**src/verilog/ahb_bram_pkg.sv**
```systemverilog
// shared bus codes, phase kinds and limits, imported by every module of the AHB to BRAM slave
package ahb_bram_pkg;

    // ======================================================================
    // AHB-Lite encodings
    // ======================================================================

    // HTRANS, only NONSEQ starts a transfer here
    typedef enum logic [1:0] {
        TRANS_IDLE   = 2'b00,
        TRANS_BUSY   = 2'b01,
        TRANS_NONSEQ = 2'b10,
        TRANS_SEQ    = 2'b11
    } htrans_e;

    // HSIZE, anything above word is flagged as an error
    typedef enum logic [2:0] {
        SIZE_BYTE   = 3'd0,
        SIZE_HALF   = 3'd1,
        SIZE_WORD   = 3'd2,
        SIZE_DWORD  = 3'd3,
        SIZE_4WORD  = 3'd4,
        SIZE_8WORD  = 3'd5,
        SIZE_16WORD = 3'd6,
        SIZE_32WORD = 3'd7
    } hsize_e;

    // the only HBURST code accepted
    localparam logic [2:0] BURST_SINGLE = 3'b000;

    // HRESP codes
    localparam logic HRESP_OKAY  = 1'b0;
    localparam logic HRESP_ERROR = 1'b1;

    // ======================================================================
    // controller internals
    // ======================================================================

    // kind of address phase seen in a cycle, IDLE only out of reset
    typedef enum logic [1:0] {
        PH_FREE  = 2'b00,
        PH_WRITE = 2'b01,
        PH_READ  = 2'b10,
        PH_IDLE  = 2'b11
    } bus_phase_e;

    // undrained collision count at which the write buffer would be overwritten
    localparam logic [1:0] OVF_LIMIT = 2'd2;

endpackage
```
**src/verilog/ahb_bram_ifs.sv**
```systemverilog
// bus phase and write buffer interfaces shared between the controller submodules
`timescale 1ns/1ps

// phase decode results, driven by the phase FSM
interface phase_if import ahb_bram_pkg::*; ();
    // read address phase this cycle
    logic       rd_now;
    // previous cycle was a write or read address phase
    logic       wr_pend;
    logic       rd_pend;
    // write data phase overlaps a read address phase
    logic       collide;
    // RAM port is free for the held write this cycle
    logic       release_cyc;
    bus_phase_e phase;

    modport fsm   (output rd_now, wr_pend, rd_pend, collide, release_cyc, phase);
    modport mux   (input rd_now, wr_pend, collide, release_cyc, phase);
    modport wbuf  (input collide, release_cyc);
    modport align (input rd_pend);
    modport resp  (input collide, release_cyc, phase);
endinterface

// held write, driven by the write buffer
interface wbuf_if #(
    parameter int ADDR_WIDTH = 32,
    parameter int DATA_WIDTH = 32
) ();
    logic                    active;
    logic [ADDR_WIDTH-1:0]   addr;
    logic [DATA_WIDTH-1:0]   data;
    logic [DATA_WIDTH/8-1:0] wea;

    modport owner (output active, addr, data, wea);
    modport user  (input active, addr, data, wea);
endinterface

```
**src/verilog/ahb_bram_ctrl.sv**
```systemverilog
// top level of the AHB-Lite to single port block RAM slave, zero wait state
`timescale 1ns/1ps

module ahb_bram_ctrl
    import ahb_bram_pkg::*;
#(
    parameter int ADDR_WIDTH = 32,
    parameter int DATA_WIDTH = 32
) (
    input  logic                    HCLK,
    input  logic                    HRESETn,
    // AHB-Lite slave side
    input  logic                    hsel,
    input  logic [ADDR_WIDTH-1:0]   haddr,
    input  logic                    hwrite,
    input  hsize_e                  hsize,
    input  logic [2:0]              hburst,
    input  htrans_e                 htrans,
    input  logic                    hready,
    input  logic [DATA_WIDTH-1:0]   hwdata,
    output logic                    hreadyout,
    output logic                    hresp,
    output logic [DATA_WIDTH-1:0]   hrdata,
    // block RAM side, one cycle read latency
    output logic [ADDR_WIDTH-1:0]   bram_addra,
    output logic [DATA_WIDTH-1:0]   bram_dina,
    input  logic [DATA_WIDTH-1:0]   bram_douta,
    output logic                    bram_ena,
    output logic [DATA_WIDTH/8-1:0] bram_wea
);

    logic [ADDR_WIDTH-1:0]   lat_addr;
    logic [DATA_WIDTH/8-1:0] lat_wea;
    hsize_e                  lat_size;

    phase_if ph_if ();
    wbuf_if #(.ADDR_WIDTH(ADDR_WIDTH), .DATA_WIDTH(DATA_WIDTH)) wb_if ();

    // never stalls the bus
    assign hreadyout = 1'b1;

    ahb_bram_phase_fsm u_fsm (
        .HCLK(HCLK), .HRESETn(HRESETn), .hsel(hsel), .hready(hready),
        .htrans(htrans), .hwrite(hwrite), .ph(ph_if.fsm)
    );

    ahb_bram_resp_gen u_resp (
        .HCLK(HCLK), .HRESETn(HRESETn), .ph(ph_if.resp), .hsize(hsize),
        .hburst(hburst), .addr_lo(haddr[1:0]), .hresp(hresp)
    );

    ahb_bram_write_buffer #(.ADDR_WIDTH(ADDR_WIDTH), .DATA_WIDTH(DATA_WIDTH)) u_wbuf (
        .HCLK(HCLK), .HRESETn(HRESETn), .ph(ph_if.wbuf), .wr_addr(lat_addr),
        .wr_data(hwdata), .wr_wea(lat_wea), .wb(wb_if.owner)
    );

    ahb_bram_port_mux #(.ADDR_WIDTH(ADDR_WIDTH), .DATA_WIDTH(DATA_WIDTH)) u_mux (
        .HCLK(HCLK), .HRESETn(HRESETn), .ph(ph_if.mux), .haddr(haddr), .hsize(hsize),
        .hwdata(hwdata), .wb(wb_if.user), .lat_addr(lat_addr), .lat_wea(lat_wea),
        .lat_size(lat_size), .bram_addra(bram_addra), .bram_dina(bram_dina),
        .bram_ena(bram_ena), .bram_wea(bram_wea)
    );

    ahb_bram_rdata_align #(.ADDR_WIDTH(ADDR_WIDTH), .DATA_WIDTH(DATA_WIDTH)) u_align (
        .HCLK(HCLK), .HRESETn(HRESETn), .ph(ph_if.align), .bram_addra(bram_addra),
        .lat_size(lat_size), .bram_douta(bram_douta), .wb(wb_if.user), .hrdata(hrdata)
    );

endmodule

```
**src/verilog/ahb_bram_rdata_align.sv**
```systemverilog
// builds HRDATA from the RAM word, merging held write bytes and aligning to the transfer size
`timescale 1ns/1ps

module ahb_bram_rdata_align
    import ahb_bram_pkg::*;
#(
    parameter int ADDR_WIDTH = 32,
    parameter int DATA_WIDTH = 32
) (
    input  logic                  HCLK,
    input  logic                  HRESETn,
    phase_if.align                ph,
    input  logic [ADDR_WIDTH-1:0] bram_addra,
    input  hsize_e                lat_size,
    input  logic [DATA_WIDTH-1:0] bram_douta,
    wbuf_if.user                  wb,
    output logic [DATA_WIDTH-1:0] hrdata
);

    localparam int NBYTES = DATA_WIDTH / 8;
    localparam int OFF_W  = $clog2(NBYTES);

    logic [ADDR_WIDTH-1:0] addr_d1;
    logic                  hit;
    logic [DATA_WIDTH-1:0] merged;
    logic [OFF_W-1:0]      off;

    // RAM address of the cycle whose data is on bram_douta now
    always_ff @(posedge HCLK or negedge HRESETn) begin
        if (!HRESETn) begin
            addr_d1 <= '0;
        end else begin
            addr_d1 <= bram_addra;
        end
    end

    // held write to the same RAM row overrides its enabled lanes
    assign hit = wb.active && (addr_d1[ADDR_WIDTH-1:OFF_W] == wb.addr[ADDR_WIDTH-1:OFF_W]);
    assign off = addr_d1[OFF_W-1:0];

    always_comb begin
        for (int i = 0; i < NBYTES; i++) begin
            merged[8*i +: 8] = (hit && wb.wea[i]) ? wb.data[8*i +: 8] : bram_douta[8*i +: 8];
        end
    end

    // zero extended into the low bits, only in a read data phase
    always_comb begin
        hrdata = '0;
        if (ph.rd_pend) begin
            case (lat_size)
                SIZE_BYTE: hrdata = DATA_WIDTH'(merged[8*off +: 8]);
                SIZE_HALF: hrdata = DATA_WIDTH'(merged[8*(off & ~OFF_W'(1)) +: 16]);
                SIZE_WORD: hrdata = DATA_WIDTH'(merged[8*(off & ~OFF_W'(3)) +: 32]);
                default:   hrdata = '0;
            endcase
        end
    end

endmodule

```
**src/verilog/ahb_bram_port_mux.sv**
```systemverilog
// latches the AHB address phase, decodes byte lanes and arbitrates the single RAM port
`timescale 1ns/1ps

module ahb_bram_port_mux
    import ahb_bram_pkg::*;
#(
    parameter int ADDR_WIDTH = 32,
    parameter int DATA_WIDTH = 32
) (
    input  logic                    HCLK,
    input  logic                    HRESETn,
    phase_if.mux                    ph,
    input  logic [ADDR_WIDTH-1:0]   haddr,
    input  hsize_e                  hsize,
    input  logic [DATA_WIDTH-1:0]   hwdata,
    wbuf_if.user                    wb,
    output logic [ADDR_WIDTH-1:0]   lat_addr,
    output logic [DATA_WIDTH/8-1:0] lat_wea,
    output hsize_e                  lat_size,
    output logic [ADDR_WIDTH-1:0]   bram_addra,
    output logic [DATA_WIDTH-1:0]   bram_dina,
    output logic                    bram_ena,
    output logic [DATA_WIDTH/8-1:0] bram_wea
);

    localparam int NBYTES = DATA_WIDTH / 8;
    localparam int OFF_W  = $clog2(NBYTES);

    logic              addr_ph;
    logic              flush;
    logic [OFF_W-1:0]  off;
    logic [NBYTES-1:0] be_dec;

    assign addr_ph = (ph.phase == PH_WRITE) || (ph.phase == PH_READ);
    // held write goes out when the port is free
    assign flush   = wb.active && ph.release_cyc;
    assign off     = haddr[OFF_W-1:0];

    // ======================================================================
    // address phase capture
    // ======================================================================

    // lanes are aligned down to the transfer size
    always_comb begin
        case (hsize)
            SIZE_BYTE: be_dec = NBYTES'(1) << off;
            SIZE_HALF: be_dec = NBYTES'(2'b11) << (off & ~OFF_W'(1));
            SIZE_WORD: be_dec = NBYTES'(4'hf) << (off & ~OFF_W'(3));
            default:   be_dec = '0;
        endcase
    end

    always_ff @(posedge HCLK or negedge HRESETn) begin
        if (!HRESETn) begin
            lat_size <= SIZE_BYTE;
            lat_wea  <= '0;
        end else begin
            if (addr_ph) begin
                lat_size <= hsize;
            end
            // enables live for exactly one write data phase
            lat_wea <= (ph.phase == PH_WRITE) ? be_dec : {NBYTES{1'b0}};
        end
    end

    always_ff @(posedge HCLK) begin
        if (addr_ph) begin
            lat_addr <= haddr;
        end
    end

    // ======================================================================
    // RAM port
    // ======================================================================

    // address and enable: live read first, then data phase write, then buffer
    always_comb begin
        bram_ena   = 1'b0;
        bram_addra = '0;
        if (ph.rd_now) begin
            bram_ena   = 1'b1;
            bram_addra = haddr;
        end else if (ph.wr_pend) begin
            bram_ena   = 1'b1;
            bram_addra = lat_addr;
        end else if (flush) begin
            bram_ena   = 1'b1;
            bram_addra = wb.addr;
        end
    end

    // data and lanes, a colliding write is parked so its lanes stay off
    always_comb begin
        bram_dina = '0;
        bram_wea  = '0;
        if (ph.wr_pend) begin
            bram_dina = hwdata;
            bram_wea  = ph.collide ? {NBYTES{1'b0}} : lat_wea;
        end else if (flush) begin
            bram_dina = wb.data;
            bram_wea  = wb.wea;
        end
    end

endmodule

```
**src/verilog/ahb_bram_write_buffer.sv**
```systemverilog
// holds a write that lost the RAM port to a read until the next release cycle
`timescale 1ns/1ps

module ahb_bram_write_buffer #(
    parameter int ADDR_WIDTH = 32,
    parameter int DATA_WIDTH = 32
) (
    input  logic                    HCLK,
    input  logic                    HRESETn,
    phase_if.wbuf                   ph,
    input  logic [ADDR_WIDTH-1:0]   wr_addr,
    input  logic [DATA_WIDTH-1:0]   wr_data,
    input  logic [DATA_WIDTH/8-1:0] wr_wea,
    wbuf_if.owner                   wb
);

    localparam int NBYTES = DATA_WIDTH / 8;

    // valid flag and lane enables
    always_ff @(posedge HCLK or negedge HRESETn) begin
        if (!HRESETn) begin
            wb.active <= 1'b0;
            wb.wea    <= '0;
        end else if (ph.collide) begin
            // a second collision overwrites, resp_gen flags that case
            wb.active <= 1'b1;
            wb.wea    <= wr_wea;
        end else if (ph.release_cyc) begin
            wb.active <= 1'b0;
            wb.wea    <= {NBYTES{1'b0}};
        end
    end

    // held address and write data
    always_ff @(posedge HCLK) begin
        if (ph.collide) begin
            wb.addr <= wr_addr;
            wb.data <= wr_data;
        end else if (ph.release_cyc) begin
            wb.addr <= '0;
            wb.data <= '0;
        end
    end

endmodule

```
**src/verilog/ahb_bram_resp_gen.sv**
```systemverilog
// registers the AHB error response from transfer attributes and write buffer overflow
`timescale 1ns/1ps

module ahb_bram_resp_gen
    import ahb_bram_pkg::*;
(
    input  logic       HCLK,
    input  logic       HRESETn,
    phase_if.resp      ph,
    input  hsize_e     hsize,
    input  logic [2:0] hburst,
    input  logic [1:0] addr_lo,
    output logic       hresp
);

    logic [1:0] ovf_cnt;
    logic       addr_ph;
    logic       size_err;
    logic       burst_err;
    logic       align_err;
    logic       ovf_err;

    // collisions not yet drained by a release cycle, saturates at the limit
    always_ff @(posedge HCLK or negedge HRESETn) begin
        if (!HRESETn) begin
            ovf_cnt <= 2'd0;
        end else if (ph.collide) begin
            if (ovf_cnt != OVF_LIMIT) begin
                ovf_cnt <= ovf_cnt + 2'd1;
            end
        end else if (ph.release_cyc) begin
            ovf_cnt <= 2'd0;
        end
    end

    assign addr_ph   = (ph.phase == PH_WRITE) || (ph.phase == PH_READ);
    assign size_err  = (hsize > SIZE_WORD);
    assign burst_err = (hburst != BURST_SINGLE);
    // halfword needs bit 0 clear, word needs both low bits clear
    assign align_err = ((hsize == SIZE_HALF) && addr_lo[0]) ||
                       ((hsize == SIZE_WORD) && (addr_lo != 2'b00));
    assign ovf_err   = (ovf_cnt == OVF_LIMIT);

    // one cycle of ERROR in the data phase of a bad address phase
    always_ff @(posedge HCLK or negedge HRESETn) begin
        if (!HRESETn) begin
            hresp <= HRESP_OKAY;
        end else if (addr_ph && (size_err || burst_err || align_err || ovf_err)) begin
            hresp <= HRESP_ERROR;
        end else begin
            hresp <= HRESP_OKAY;
        end
    end

endmodule

```
**src/verilog/ahb_bram_phase_fsm.sv**
```systemverilog
// classifies each AHB cycle and derives the collision and release strobes for the controller
`timescale 1ns/1ps

module ahb_bram_phase_fsm
    import ahb_bram_pkg::*;
(
    input  logic    HCLK,
    input  logic    HRESETn,
    input  logic    hsel,
    input  logic    hready,
    input  htrans_e htrans,
    input  logic    hwrite,
    phase_if.fsm    ph
);

    bus_phase_e cur_phase;
    bus_phase_e prev_phase;
    logic       sel_xfer;

    // ======================================================================
    // current phase decode
    // ======================================================================

    // SEQ and BUSY are not served, they count as free cycles
    assign sel_xfer = hsel && hready && (htrans == TRANS_NONSEQ);

    always_comb begin
        if (!sel_xfer) begin
            cur_phase = PH_FREE;
        end else if (hwrite) begin
            cur_phase = PH_WRITE;
        end else begin
            cur_phase = PH_READ;
        end
    end

    // previous phase, IDLE out of reset so no pend flag fires
    always_ff @(posedge HCLK or negedge HRESETn) begin
        if (!HRESETn) begin
            prev_phase <= PH_IDLE;
        end else begin
            prev_phase <= cur_phase;
        end
    end

    // ======================================================================
    // strobes
    // ======================================================================

    assign ph.phase   = cur_phase;
    assign ph.rd_now  = (cur_phase == PH_READ);
    assign ph.wr_pend = (prev_phase == PH_WRITE);
    assign ph.rd_pend = (prev_phase == PH_READ);

    // write data arrives while the RAM is needed for a read address
    assign ph.collide = (prev_phase == PH_WRITE) && (cur_phase == PH_READ);

    // RAM port unused by the live transfer: a free cycle, or a write
    // address phase behind a read, whose data comes only next cycle
    assign ph.release_cyc = (cur_phase == PH_FREE) ||
                            ((prev_phase == PH_READ) && (cur_phase == PH_WRITE));

endmodule

```
**config.mk**
```make
export PLATFORM = sky130hd
export DESIGN_NAME = ahb_bram_ctrl
export DESIGN_NICKNAME = d
export VERILOG_FILES = /design/src/verilog/ahb_bram_pkg.sv /design/src/verilog/ahb_bram_ifs.sv /design/src/verilog/ahb_bram_ctrl.sv /design/src/verilog/ahb_bram_rdata_align.sv /design/src/verilog/ahb_bram_port_mux.sv /design/src/verilog/ahb_bram_write_buffer.sv /design/src/verilog/ahb_bram_resp_gen.sv /design/src/verilog/ahb_bram_phase_fsm.sv
export SDC_FILE = /design/constraint.sdc
export NUM_CORES = 1
export LEC_CHECK = 0
export BUFFER_PORTS_ARGS = -buffer_cell sky130_fd_sc_hd__buf_2
export CAP_MARGIN = 20
export CORE_ASPECT_RATIO = 0.6
export CORE_MARGIN = 4
export CORE_UTILIZATION = 55
export CTS_CLUSTER_DIAMETER = 30
export DETAILED_ROUTE_END_ITERATION = 10
export PLACE_DENSITY = 0.84
export SLEW_MARGIN = 10
export SYNTH_ARGS = -nofsm -noshare
export SYNTH_HDL_FRONTEND = slang
export SYNTH_SLANG_ARGS = --single-unit
```
**constraint.sdc**
```tcl
create_clock -name HCLK -period 8.8 [get_ports HCLK]
set_input_delay 1.76 -clock HCLK [delete_from_list [all_inputs] [get_ports HCLK]]
set_output_delay 1.76 -clock HCLK [all_outputs]
set_load 0.005 [all_outputs]
```
After elaboration in Yosys (flattened, before gate mapping)
Index checks and enable logic that the tools add are counted.
W data, S select, Z words.
{ "totals": {"ff_bits": 145, "elab_cells": 88, "input_bits": 109, "out_inout_bits": 103} }
{ "op_classes": {"magnitude_cmp": 1, "mux": 32, "n_addsub": 1, "n_eq_ne": 13, "reduce_logical": 26, "n_shift": 4} }
{ "ops": {"columns": ["op", "n"], "rows": [
  ["$mux W32", 9],
  ["$pmux W32 S3", 1],
  ["$mux W8", 4],
  ["$shiftx A32 B6 Y16", 1],
  ["$shiftx A32 B6 Y8", 1],
  ["$eq A30 B30 Y1", 1],
  ["$mux W4", 6],
  ["$logic_and A1 B1 Y1", 13],
  ["$pmux W4 S3", 1],
  ["$mux W2", 5],
  ["$eq A2 B2 Y1 const B", 4],
  ["$eq A3 B1 Y1 const B", 2],
  ["$eq A3 B2 Y1 const B", 2],
  ["$logic_not A3 Y1", 2],
  ["$logic_or A1 B1 Y1", 6],
  ["$mux W1", 6],
  ["$eq A2 B1 Y1 const B", 2],
  ["$ne A2 B2 Y1 const B", 2],
  ["$reduce_bool A2 Y1", 2],
  ["$shl A1 B2 Y4 const A", 1],
  ["$shl A2 B2 Y4 const A", 1],
  ["$gt A3 B2 Y1 const B", 1],
  ["$reduce_bool A3 Y1", 1],
  ["$add A2 B1 Y2 const B", 1],
  ["2 further kinds", 2]
]} }

Logic depth before layout (Yosys ltp)
Gate-level depths: netlist of the first run.
{ "depth": {"depth_word": 10, "ltp_mapped": 8, "depth_no_buf": 7} }

Cells and area by module
A second synthesis of the first run with hierarchy kept.
{ "hier_totals": {"cells_unflattened": 658, "area_unflattened_um2": 7627.3} }
{ "by_module_without_submodules": {"columns": ["mod", "area_each_um2", "cells_each", "seq_area_each_um2", "n_inst"], "rows": [
  ["ahb_bram_write_buffer", 2548.7, 148, 2047.0, 1],
  ["ahb_bram_port_mux", 2422.3, 218, 1136.1, 1],
  ["ahb_bram_rdata_align", 2342.2, 261, 800.8, 1],
  ["ahb_bram_resp_gen", 171.4, 18, 75.1, 1],
  ["ahb_bram_phase_fsm", 131.4, 11, 52.6, 1],
  ["ahb_bram_ctrl", 11.3, 2, 0.0, 1]
]} }

Worst setup path before layout of the first run
Ideal clock, no wire load.
{ "synth_timing": {"path_type": "input to output", "from": "input htrans[0]", "to": "output bram_addra[17]", "path_slack_ns": 3.174, "path_stages": 8, "t_arrival_ns": 3.866, "required_time_ns": 7.040, "path_buffers": 2, "path_cell_list": "nand4b_2 > inv_1 > nand2_1 > clkinv_1 > buf_1 > clkbuf_1 > a221oi_1 > nor2_1"} }
{ "synth_between": {"elab_chain_len": 10, "elab_cells_between_ends": 12, "cone_classes": "eq/ne (3); mux (4); reduce/logical (5)"} }
{ "synth_lines": {"columns": ["item", "line_no", "rtl"], "rows": [
  ["from (decl)", "ahb_bram_ctrl.sv:18", "input htrans_e htrans,"],
  ["$eq A2 B2 Y1 (*)", "ahb_bram_phase_fsm.sv:25", "assign sel_xfer = hsel && hready && (htrans == TRANS_NONSEQ);"],
  ["$logic_and A1 B1 Y1 (*)", "ahb_bram_phase_fsm.sv:25", null],
  ["$mux W2 (*)", "ahb_bram_phase_fsm.sv:28", "if (!sel_xfer) begin"],
  ["$eq A2 B1 Y1", "ahb_bram_phase_fsm.sv:61", "((prev_phase == PH_READ) && (cur_phase == PH_WRITE));"],
  ["$logic_and A1 B1 Y1", "ahb_bram_phase_fsm.sv:61", null],
  ["$logic_or A1 B1 Y1", "ahb_bram_phase_fsm.sv:60", "assign ph.release_cyc = (cur_phase == PH_FREE) ||"],
  ["$logic_and A1 B1 Y1", "ahb_bram_port_mux.sv:36", "assign flush = wb.active && ph.release_cyc;"],
  ["$mux W32", "ahb_bram_port_mux.sv:86", "end else if (flush) begin"],
  ["$mux W32", "ahb_bram_port_mux.sv:83", "end else if (ph.wr_pend) begin"],
  ["$mux W32 (*)", "ahb_bram_port_mux.sv:80", "if (ph.rd_now) begin"],
  ["to (decl)", "ahb_bram_ctrl.sv:25", "output logic [ADDR_WIDTH-1:0] bram_addra,"]
]} }
Every way passes the cells marked *; elsewhere a longest branch is shown, timed or not.

Worst setup path after layout of the first run
{ "layout_timing": {"from": "input hready", "to": "output bram_addra[26]"} }
{ "layout_between": {"elab_chain_len": 10, "elab_cells_between_ends": 12, "cone_classes": "eq/ne (2); mux (4); reduce/logical (6)"} }
{ "layout_lines": {"columns": ["item", "line_no", "rtl"], "rows": [
  ["from (decl)", "ahb_bram_ctrl.sv:19", "input logic hready,"],
  ["$logic_and A1 B1 Y1 (*) (2 in series)", "ahb_bram_phase_fsm.sv:25", null],
  ["$mux W2 (*)", "ahb_bram_phase_fsm.sv:28", null],
  ["$eq A2 B1 Y1", "ahb_bram_phase_fsm.sv:61", null],
  ["$logic_and A1 B1 Y1", "ahb_bram_phase_fsm.sv:61", null],
  ["$logic_or A1 B1 Y1", "ahb_bram_phase_fsm.sv:60", null],
  ["$logic_and A1 B1 Y1", "ahb_bram_port_mux.sv:36", null],
  ["$mux W32", "ahb_bram_port_mux.sv:86", null],
  ["$mux W32", "ahb_bram_port_mux.sv:83", null],
  ["$mux W32 (*)", "ahb_bram_port_mux.sv:80", null]
]} }
Marked as above.

==> reports/qor.csv, run 1 <==
stage,metric,value,unit
timing,finalClockSkew,11.8,ps
clocking,path_clk_slew,70,ps
placed_design,routabilityCongestion,0.928,
drt,drc_errors,0,
pwr,p_int,1.18,mW
die,core,13000,um^2
finish,layout_common_cells,"buf_2, edfxtp_1, nor2_1",
drt,drtIter0Drc,985,
logic_synthesis,synth_fp_nets,763,
placed_design,portBuffers,210,
finish,regArea,4110,um^2
critical_path,cpMaxStageDelayCell,nor2_4,
die,rows,32,
critical_path,cp.arrival,4140,ps
timing,hold_viol_final,0,
drt,drtPass1Iterations,5,
critical_path,cp-start-kind,input pin,
logic_synthesis,avgSynthCellArea,11.3,um^2
pwr,comb_power_share,8.0,%
critical_path,crit_path_end_kind,output port,
logic_synthesis,syn_area,7400,um^2
critical_path,cp.required,7040,ps
global_route,antenna_found_initial,0,
pwr,switching_power,0.431,mW
logic_synthesis,ys_ff_latch,145,
clocking,cts_sinks,145,
clocking,cts_buffers,17,
global_route,grt_util_all_layers,29.2,%
timing,report.final.slew_viol_count,0,
clocking,cts.path.max_buffers,2,
drt,ant_nets,0,
timing,setup_viol,0,
logic_synthesis,netlist_instances,653,
clocking,clock_latency,420,ps
finish,area_growth,23.8,%
pwr,seqPwrFrac,47.1,%
clocking,post-cts-setup-buffer-count,0,
clocking,cts_root_buf,clkbuf_16,
finish,drive_gt1_share,34.4,%
finish,fin_area,9160,um^2
drt,wirelength,22800,um
drt,post_drt_via_cell_ratio,6.45,
placed_design,place_inst,986,
critical_path,crit_chain,"buf_2, nand4b_2, a31oi_2, nand2b_1, nor2_4, buf_4, a221oi_1, nor2_1, buf_2",
pwr,p_leak,4.70,nW
logic_synthesis,yosysWarningCount,0,
timing,finalCritPeriodShare,67.0,%
finish,finish.net_count,947,
drt,avgRoutedWirePerCell,22.4,um
drt,vias,6578,
job,max_cap_violations,0,
global_route,overflow,0,
die,ios,212,
global_route,grt_pass1_vias,6227,
global_route,grt_use_met1,45.6,%
logic_synthesis,ys_seq_area_share,55.6,%
finish,num_antenna_cells,0,
timing,tightest_slew,1120,ps
hold_path,min_path_type,reg -> reg,
global_route,use_met3,9.03,%
die,start_util,56.9,%
critical_path,critPathMaxStageDelay,580,ps
critical_path,cp_common_cell,buf_2,
timing,slew_headroom,25.5,%
die,die_h,97.8,um
pwr,power.share.switching,26.7,%
timing,grt_setup_unrepaired,false,
pwr,pwr_density_cell,176,nW/um^2
pwr,clockPowerShare,45.0,%
clocking,cts.repair.resized,0,
global_route,grtUsageMet2,40.0,%
timing,fin_crit,5900,ps
global_route,grt-busiest-layer,met1,
global_route,grt_pass1_wl,35100,um
finish,fin_cells,1020,
placed_design,dpl_cell_area,8500,um^2
finish,multi_input_area,3010,um^2
logic_synthesis,synth_cell_types,50,
timing,max_freq,0.169,GHz
die,die-area,15400,um^2
critical_path,critPathMaxFanout,42,
critical_path,crit_type,in -> out,
die,die_w,158,um
finish,layout_commonest_cell,buf_2,
clocking,cts_tree,yes,
clocking,cts_hold_buf,0,
timing,fin_tns_setup,0,ps
placed_design,place_hpwl,16000,um
pwr,ir_drop,0.130,mV
finish,final.fill_count,935,
clocking,h-tree-depth,4,
global_route,grt_max_degree,135,
status,outcome,finished clean,
## worst max-delay path, delay by kind of cell
kind	cells	cell delay (ps)
compound gates	2	320
buf+inv	3	800
simple gates	4	1220
## power by group through the flow
stage | Combinational [mW] | Clock [mW] | Sequential (mW)
detailed placement | 0.124 | 0 | 0.772
floorplan | 0.0667 | 0 | 0.767
global placement | 0.120 | 0 | 0.772
CTS | 0.125 | 0.731 | 0.758
finish | 0.128 | 0.725 | 0.759
global route | 0.138 | 0.769 | 0.760
## layout make-up
class                           count  share of cell area, %
Multi-Input combinational cell    436                   32.8
Clock buffer                       17                   4.64
Inverter                           18                  0.738
Timing Repair Buffer              219                   12.6
Clock inverter                     15                   2.03
Tap cell                          170                   2.32
Sequential cell                   145                   44.9
## routing by layer
layer	share of wire, %	vias up
li1	-	2908
met1	44	3199
met2	42	437
met3	13	34
met4	1.3	0
met5	0	-
## registers in the layout, indices dropped and copies added (netlist names)
register          count
u_resp.hresp          1
u_mux.lat_addr       32
u_fsm.prev_phase      2
u_wbuf.wb.wea         4
u_wbuf.wb.active      1
u_mux.lat_wea         4
u_align.addr_d1      32
u_mux.lat_size        3
u_resp.ovf_cnt        2
u_wbuf.wb.data       32
u_wbuf.wb.addr       32
## cells in the mapped netlist (all sizes together)
cell | count | area (um^2)
clkbuf | 39 | 146
or3 | 1 | 6.26
o21a | 1 | 7.51
a31oi | 10 | 68.8
o31a | 16 | 159
clkinv | 3 | 11.3
nand3b | 1 | 7.51
nand2 | 23 | 86.3
o221ai | 8 | 76.3
a41o | 16 | 160
nor4 | 12 | 93.8
conb | 1 | 3.75
a221oi | 32 | 280
nor2b | 1 | 6.26
nand4 | 2 | 33.8
a21oi | 22 | 110
ha | 1 | 12.5
a32o | 4 | 40.0
o21ai | 13 | 65.1
buf | 15 | 83.8
nor3 | 6 | 46.3
xor2 | 30 | 263
and4 | 10 | 87.6
nor4b | 2 | 23.8
dfstp | 2 | 52.6
a22o | 32 | 280
mux2i | 10 | 100
o21bai | 1 | 7.51
o22ai | 16 | 150
nand3 | 6 | 35.0
and3 | 64 | 400
nand2b | 4 | 25.0
dfrtp | 47 | 1180
edfxtp | 96 | 2880
nand4b | 1 | 15.0
nor2 | 90 | 338
inv | 15 | 56.3
## per-stage QoR
step           setup WS [ps]  power (mW)  utilization, %  hold slack, ps
3_5_place_dp            2920       0.896            65.3             484
3_3_place_gp            3080       0.892            65.3             456
4_1_cts                 2910        1.61            70.0             502
2_1_floorplan           3170       0.834               -             437
5_1_grt                 2710        1.67            70.4             535
6_report                2900        1.61            70.4             506
## worst paths after layout
kind / slack [ps] / cells past startpoint / to / from
worst max-delay path: 2900 / 9 / bram_addra[26] / hready
worst min-delay path: 510 / 1 / u_resp.ovf_cnt[0] / u_resp.ovf_cnt[0]
worst max register to register: 5670 / 6 / u_wbuf.wb.addr[4] / u_fsm.prev_phase[0]
worst min register to register: 510 / 1 / u_resp.ovf_cnt[0] / u_resp.ovf_cnt[0]
max in group asynchronous: 6880 / 2 / u_align.addr_d1[31] / HRESETn
min in group asynchronous: 1460 / 2 / u_align.addr_d1[26] / HRESETn
## kinds of logic after synthesis
logic type,Yosys count,share of synthesized area (%)
AND/OR/NAND/NOR,223,16.3
XOR/XNOR,30,3.55
flip-flops,145,55.6
other,1,0.0507
adder cells (fa/ha/maj),1,0.169
multiplexers,10,1.35
AO/OA/AOI/OAI,171,19.0
buffers and inverters,72,4.02
No activity file was read; power rests on OpenSTA's default activity.
==> run 2: changes to the inputs <==
--- a/config.mk
+++ b/config.mk
@@ -5,14 +5,15 @@
 export SDC_FILE = /design/constraint.sdc
 export NUM_CORES = 1
 export LEC_CHECK = 0
+export ABC_AREA = 1
 export BUFFER_PORTS_ARGS = -buffer_cell sky130_fd_sc_hd__buf_2
 export CAP_MARGIN = 20
 export CORE_ASPECT_RATIO = 0.6
 export CORE_MARGIN = 4
-export CORE_UTILIZATION = 55
+export CORE_UTILIZATION = 54
 export CTS_CLUSTER_DIAMETER = 30
 export DETAILED_ROUTE_END_ITERATION = 10
-export PLACE_DENSITY = 0.84
+export PLACE_DENSITY = 0.81
 export SLEW_MARGIN = 10
 export SYNTH_ARGS = -nofsm -noshare
 export SYNTH_HDL_FRONTEND = slang
==> constraint.sdc (replaced) <==
create_clock -name HCLK -period 5.8 [get_ports HCLK]
set_input_delay 1.16 -clock HCLK [delete_from_list [all_inputs] [get_ports HCLK]]
set_output_delay 1.16 -clock HCLK [all_outputs]
set_load 0.005 [all_outputs]
==> reports/qor.csv, run 2 <==
stage,metric,value,unit,change
status,outcome,finished clean,,
timing,max_freq,0.231,GHz,
hold_path,hold_start,u_resp.ovf_cnt[0],,
die,die-area,17300,um^2,+12%
timing,grt_setup_unrepaired,false,,
critical_path,cp-start-kind,input pin,,
timing,fin_tns_setup,0,ps,unchanged
clocking,cts_hold_buf,0,,unchanged
clocking,cts_root_buf,clkbuf_16,,
critical_path,cpMaxStageDelayCell,clkinv_2,,
global_route,overflow,0,,unchanged
global_route,grt_pass1_vias,7575,,+22%
hold_path,min_path_type,reg -> reg,,
die,die_h,103,um,+5.7%
global_route,grt_util_all_layers,29.5,%,+0.37 points
die,rows,34,,+6.3%
placed_design,portBuffers,210,,unchanged
timing,report.final.slew_viol_count,0,,unchanged
critical_path,r2r-start,u_fsm.prev_phase[1],,
drt,drtIter0Drc,868,,-12%
critical_path,critPathBufInv,5,,+2
drt,drc_errors,0,,unchanged
finish,utilization,68.0,%,-2.4 points
critical_path,cp_common_cell,buf_2,,
die,ios,212,,unchanged
drt,drtPass1Iterations,6,,+1
drt,ant_nets,0,,unchanged
logic_synthesis,syn_area,8190,um^2,+11%
critical_path,cp.required,4640,ps,-2400 ps
logic_synthesis,yosys.area_share.xor_xnor,0.428,%,-3.1 points
clocking,cts_sinks,145,,unchanged
finish,layout_common_cells,"nand2_1, buf_2, inv_1",,
global_route,antenna_found_initial,0,,unchanged
logic_synthesis,yosysWarningCount,0,,unchanged
clocking,cts.path.max_buffers,2,,unchanged
global_route,grt_pass1_wl,39800,um,+13%
timing,slew_headroom,28.3,%,+2.8 points
logic_synthesis,yosys-top-cells-count,"nand2_1, inv_1, nor2_1, nand3_1, edfxtp_1",,
clocking,clock_latency,420,ps,about the same
pwr,ir_drop,0.145,mV,+11%
pwr,p_leak,4.93,nW,+5.0%
timing,hold_viol_final,0,,unchanged
drt,wirelength,25800,um,+13%
placed_design,dpl_cell_area,9360,um^2,+10%
critical_path,crit_path_start,htrans[0],,
clocking,h-tree-depth,4,,unchanged
logic_synthesis,synthMuxAreaShare,0,%,-1.4 points
critical_path,cp.arrival,3180,ps,-960 ps
finish,layout_commonest_cell,nand2_1,,
clocking,cts.repair.resized,0,,unchanged
critical_path,crit_path_end_kind,output port,,
die,start_util,55.8,%,-1.0 points
die,core,14700,um^2,+13%
logic_synthesis,yosys-top-cells-area,"edfxtp_1, dfrtp_1, nand2_1, nand3_1, inv_1",,
critical_path,critPathTopFamily,buffers and inverters,,
finish,drive_gt1_share,23.3,%,-11 points
logic_synthesis,synth_fp_nets,1170,,+53%
logic_synthesis,ys_seq_area_share,50.2,%,-5.4 points
drt,avgRoutedWirePerCell,17.6,um,-21%
logic_synthesis,yosys.area_share.adder,0.153,%,-0.016 points
critical_path,crit_type,in -> out,,
clocking,cts_tree,yes,,
timing,tightest_slew,1070,ps,-50.4 ps
logic_synthesis,synth_compound_area_share,7.21,%,-12 points
timing,finalClockSkew,8.81,ps,-2.97 ps
critical_path,crit_chain,"buf_2, nor2_1, and3_1, inv_2, nor2_4, clkinv_2, buf_12, a31oi_1, buf_2",,
logic_synthesis,synth.top_cell.area_share,35.2,%,-3.8 points
placed_design,place_hpwl,19100,um,+19%
finish,multi_input_area,3270,um^2,+8.8%
logic_synthesis,yosys.area.top_type,edfxtp_1,,
finish,final.fill_count,1251,,+34%
logic_synthesis,synth_edf_count,96,,unchanged
logic_synthesis,avgSynthCellArea,7.73,um^2,-32%
critical_path,critPathMaxFanout,70,,+67%
logic_synthesis,synth_flop_cell,edfxtp_1,,
finish,area_growth,21.8,%,
die,die_w,167,um,+5.9%
pwr,pwr_density_cell,249,nW/um^2,+41%
logic_synthesis,ys_ff_latch,145,,unchanged
clocking,post-cts-setup-buffer-count,0,,unchanged
logic_synthesis,synthSimpleGateAreaFrac,31.9,%,+16 points
logic_synthesis,post-synth-top-count-cell,nand2_1,,
finish,fin_area,9980,um^2,+8.9%
placed_design,routabilityCongestion,0.939,,+1.1%
global_route,grt_max_degree,102,,-24%
critical_path,critPathMaxStageDelay,450,ps,-130 ps
timing,fin_crit,4340,ps,
drt,post_drt_via_cell_ratio,5.50,,-15%
job,max_cap_violations,0,,unchanged
timing,finalCritPeriodShare,74.7,%,
finish,finish.net_count,1363,,+44%
clocking,cts_buffers,17,,unchanged
clocking,path_clk_slew,60,ps,about the same
drt,vias,8062,,+23%
logic_synthesis,synth_cell_types,39,,-22%
logic_synthesis,netlist_instances,1060,,+62%
logic_synthesis,synth_top_family_by_area,simple AND/OR/NAND/NOR gates,,
finish,regArea,4110,um^2,unchanged
logic_synthesis,async_reset_ff_share,33.8,%,unchanged
timing,setup_viol,0,,unchanged
## run 2: through the flow
| stage | hold slack (ps) | worst slack, ps | total power, mW | cells |
|---|---|---|---|---|
| after floorplan | 457 | 1540 | 1.29 | 1060 |
| after global placement | 483 | 1460 | 1.40 | 1431 |
| after detailed placement | 491 | 1430 | 1.40 | 1431 |
| after CTS | 503 | 1460 | 2.49 | 1463 |
| after global routing | 528 | 1280 | 2.58 | 1464 |
| final | 507 | 1460 | 2.48 | 1465 |
## run 2: final cells by class
type                    instances  area share, %
diodes                          1         0.0251
clock buffers                  18           4.40
clock inverters                14           1.47
inverters                     162           6.11
multi-input cells             708           32.8
flip-flops and latches        145           41.2
well taps                     198           2.48
repair buffers                219           11.5
## run 2: routing by layer
layer	global-route usage (%)	part of all wire, %	vias to the layer above	routed length, um
li1	-	-	3816	-
met1	45.9	48	3783	12300
met2	40.9	41	436	10500
met3	8.85	11	27	2850
met4	5.97	0.83	0	214
met5	0	0	-	0
## run 2: final timing paths
check	to	slack (ps)	cells past startpoint
max reg2reg	u_wbuf.wb.addr[19]	2250	7
max	bram_addra[0]	1460	9
max in group asynchronous	u_align.addr_d1[29]	4480	2
min reg2reg	u_resp.ovf_cnt[0]	510	1
min	u_resp.ovf_cnt[0]	510	1
min in group asynchronous	u_align.addr_d1[5]	840	2
## run 2: power by group
part | switching, mW | internal [mW] | leakage [nW]
registers | 0.0211 | 1.13 | 1.73
logic | 0.154 | 0.0827 | 2.92
clock network | 0.477 | 0.618 | 0.288
## run 2: cells by family after synthesis
| logic type | count (synthesis) |
|---|---|
| buffers and inverters | 207 |
| AND/OR/NAND/NOR | 596 |
| other | 1 |
| flip-flops | 145 |
| adder cells (fa/ha/maj) | 1 |
| AO/OA/AOI/OAI | 106 |
| XOR/XNOR | 4 |
## run 2: worst reg2reg max path, cell delays in order, from the launching register on
cell     delay (ps)
dfstp_2         510
inv_1            60
nand2_4         190
buf_4           780
nor2_1          160
inv_2           500
nand2_2         500
buf_4           490
==> run 3: changes to the inputs <==
==> constraint.sdc (replaced) <==
create_clock -name HCLK -period 4.1 [get_ports HCLK]
set_input_delay 0.82 -clock HCLK [delete_from_list [all_inputs] [get_ports HCLK]]
set_output_delay 0.82 -clock HCLK [all_outputs]
set_load 0.005 [all_outputs]
==> reports/qor.csv, run 3 (same netlist as run 2, synthesis figures left out) <==
stage,metric,value,unit,change
timing,tightest_slew,981,ps,-87.1 ps
critical_path,rrSetupSlack,1320,ps,-930 ps
timing,grt_setup_unrepaired,false,,
clocking,cts.repair.resized,0,,unchanged
clocking,h-tree-depth,4,,unchanged
clocking,cts.path.max_buffers,2,,unchanged
timing,fin_tns_setup,0,ps,unchanged
die,die_h,103,um,unchanged
critical_path,r2r-start,u_fsm.prev_phase[1],,
clocking,path_clk_slew,60,ps,about the same
finish,final.fill_count,1227,,-1.9%
global_route,overflow,0,,unchanged
timing,slew_headroom,34.6,%,+6.4 points
die,die-area,17300,um^2,unchanged
global_route,grt_max_degree,102,,unchanged
critical_path,cp.arrival,3020,ps,-160 ps
timing,hold_viol_final,0,,unchanged
critical_path,cp.required,3280,ps,-1360 ps
critical_path,cp-start-kind,flip-flop,,
clocking,cts_hold_buf,0,,unchanged
status,outcome,finished clean,,
finish,area_growth,22.8,%,
die,core,14700,um^2,unchanged
drt,drtPass1Iterations,8,,+2
placed_design,routabilityCongestion,0.982,,+4.6%
placed_design,place_worst_setup_slack,617,ps,-817 ps
clocking,cts_sinks,145,,unchanged
critical_path,crit_end,hrdata[1],,
die,die_w,167,um,unchanged
finish,drive_gt1_share,23.6,%,+0.28 points
finish,layout_commonest_cell,nand2_1,,
pwr,ir_drop,0.239,mV,+65%
finish,regArea,4110,um^2,unchanged
placed_design,place_hpwl,19100,um,+0.13%
drt,vias,8101,,+0.48%
timing,finalCritPeriodShare,93.7,%,
critical_path,crit_path_end_kind,output port,,
timing,finalClockSkew,12.5,ps,+3.73 ps
die,rows,34,,unchanged
clocking,post-cts-setup-buffer-count,0,,unchanged
critical_path,critPathMaxFanout,8,,-89%
critical_path,r2r_cells,7,,unchanged
job,max_cap_violations,0,,unchanged
drt,wirelength,25700,um,-0.28%
die,start_util,55.8,%,unchanged
drt,avgRoutedWirePerCell,17.5,um,-0.68%
critical_path,crit_path_start,u_wbuf.wb.addr[4],,
timing,setup_viol,0,,unchanged
hold_path,min_path_type,reg -> reg,,
timing,setup_ws,258,ps,-1210 ps
timing,report.final.slew_viol_count,0,,unchanged
critical_path,r2r-end,u_wbuf.wb.data[3],,
global_route,grt_pass1_vias,7186,,-5.1%
drt,drc_errors,0,,unchanged
clocking,clock_latency,420,ps,about the same
finish,finish.net_count,1369,,+0.44%
drt,drtIter0Drc,1079,,+24%
clocking,cts_root_buf,clkbuf_16,,
clocking,cts_buffers,17,,unchanged
timing,max_freq,0.260,GHz,
global_route,antenna_found_initial,1,,+1
die,ios,212,,unchanged
global_route,grt_pass1_wl,39100,um,-1.8%
clocking,cts_tree,yes,,
pwr,p_leak,4.98,nW,+0.97%
drt,ant_nets,0,,unchanged
finish,layout_common_cells,"nand2_1, buf_2, inv_1",,
global_route,grt_util_all_layers,29.0,%,-0.59 points
pwr,pwr_density_cell,352,nW/um^2,+41%
critical_path,crit_type,reg -> out,,
placed_design,portBuffers,210,,unchanged
drt,post_drt_via_cell_ratio,5.51,,about the same
timing,fin_crit,3840,ps,
finish,multi_input_area,3270,um^2,unchanged
[run 3: worst max-delay path: stages (launching register included)]
cell	delay (ps)
edfxtp_1	430
nand2_1	100
nand2_1	120
nor2_1	190
nand4_1	120
nor2_1	100
nand2_1	60
nor2_1	490
nand2_1	370
nand2_1	180
nand3_1	90
nand2_1	80
nand2_1	60
nand2_1	100
buf_2	120
[run 3: how the worst min path moves through the flow]
stage	startpoint	endpoint	slack [ps]	depth (start not counted)
2_1_floorplan	u_resp.ovf_cnt[1]	u_resp.ovf_cnt[1]	460	2
3_3_place_gp	u_resp.ovf_cnt[0]	u_resp.ovf_cnt[0]	490	1
3_5_place_dp	u_resp.ovf_cnt[0]	u_resp.ovf_cnt[0]	490	1
4_1_cts	u_resp.ovf_cnt[0]	u_resp.ovf_cnt[0]	510	1
5_1_grt	u_resp.ovf_cnt[0]	u_resp.ovf_cnt[0]	550	1
6_report	u_resp.ovf_cnt[0]	u_resp.ovf_cnt[0]	520	1
[run 3: where the power goes]
part           leakage (nW)  switching (mW)  internal, mW
logic                  2.96           0.221         0.121
clock network         0.291           0.642         0.927
registers              1.73          0.0295          1.60
[run 3: metal layers]
layer  routed length [um]  share of wire [%]  GRT usage, %  up-vias
met5                   13              0.051             0        -
met4                  212               0.82          4.46        2
met3                 3320                 13          9.30       29
met2                10300                 40          39.8      464
met1                11800                 46          45.3     3772
li1                     -                  -             -     3834
[run 3: per-stage QoR]
step                area, um^2  hold slack [ps]  utilization [%]  instances  power, mW
floorplan                 8190              457                -       1060       1.83
global placement          9470              485             64.5       1438       1.99
detailed placement        9470              494             64.5       1438       1.99
CTS                      10100              507             68.5       1470       3.54
global route             10100              554             68.5       1470       3.66
finish                   10100              518             68.6       1471       3.54
[run 3: layout make-up]
type	instances	area share, %
Clock buffer	19	4.40
Sequential cell	145	40.9
Tap cell	198	2.46
Antenna cell	1	0.0249
Timing Repair Buffer	225	12.2
Inverter	162	6.06
Clock inverter	13	1.49
Multi-Input combinational cell	708	32.5
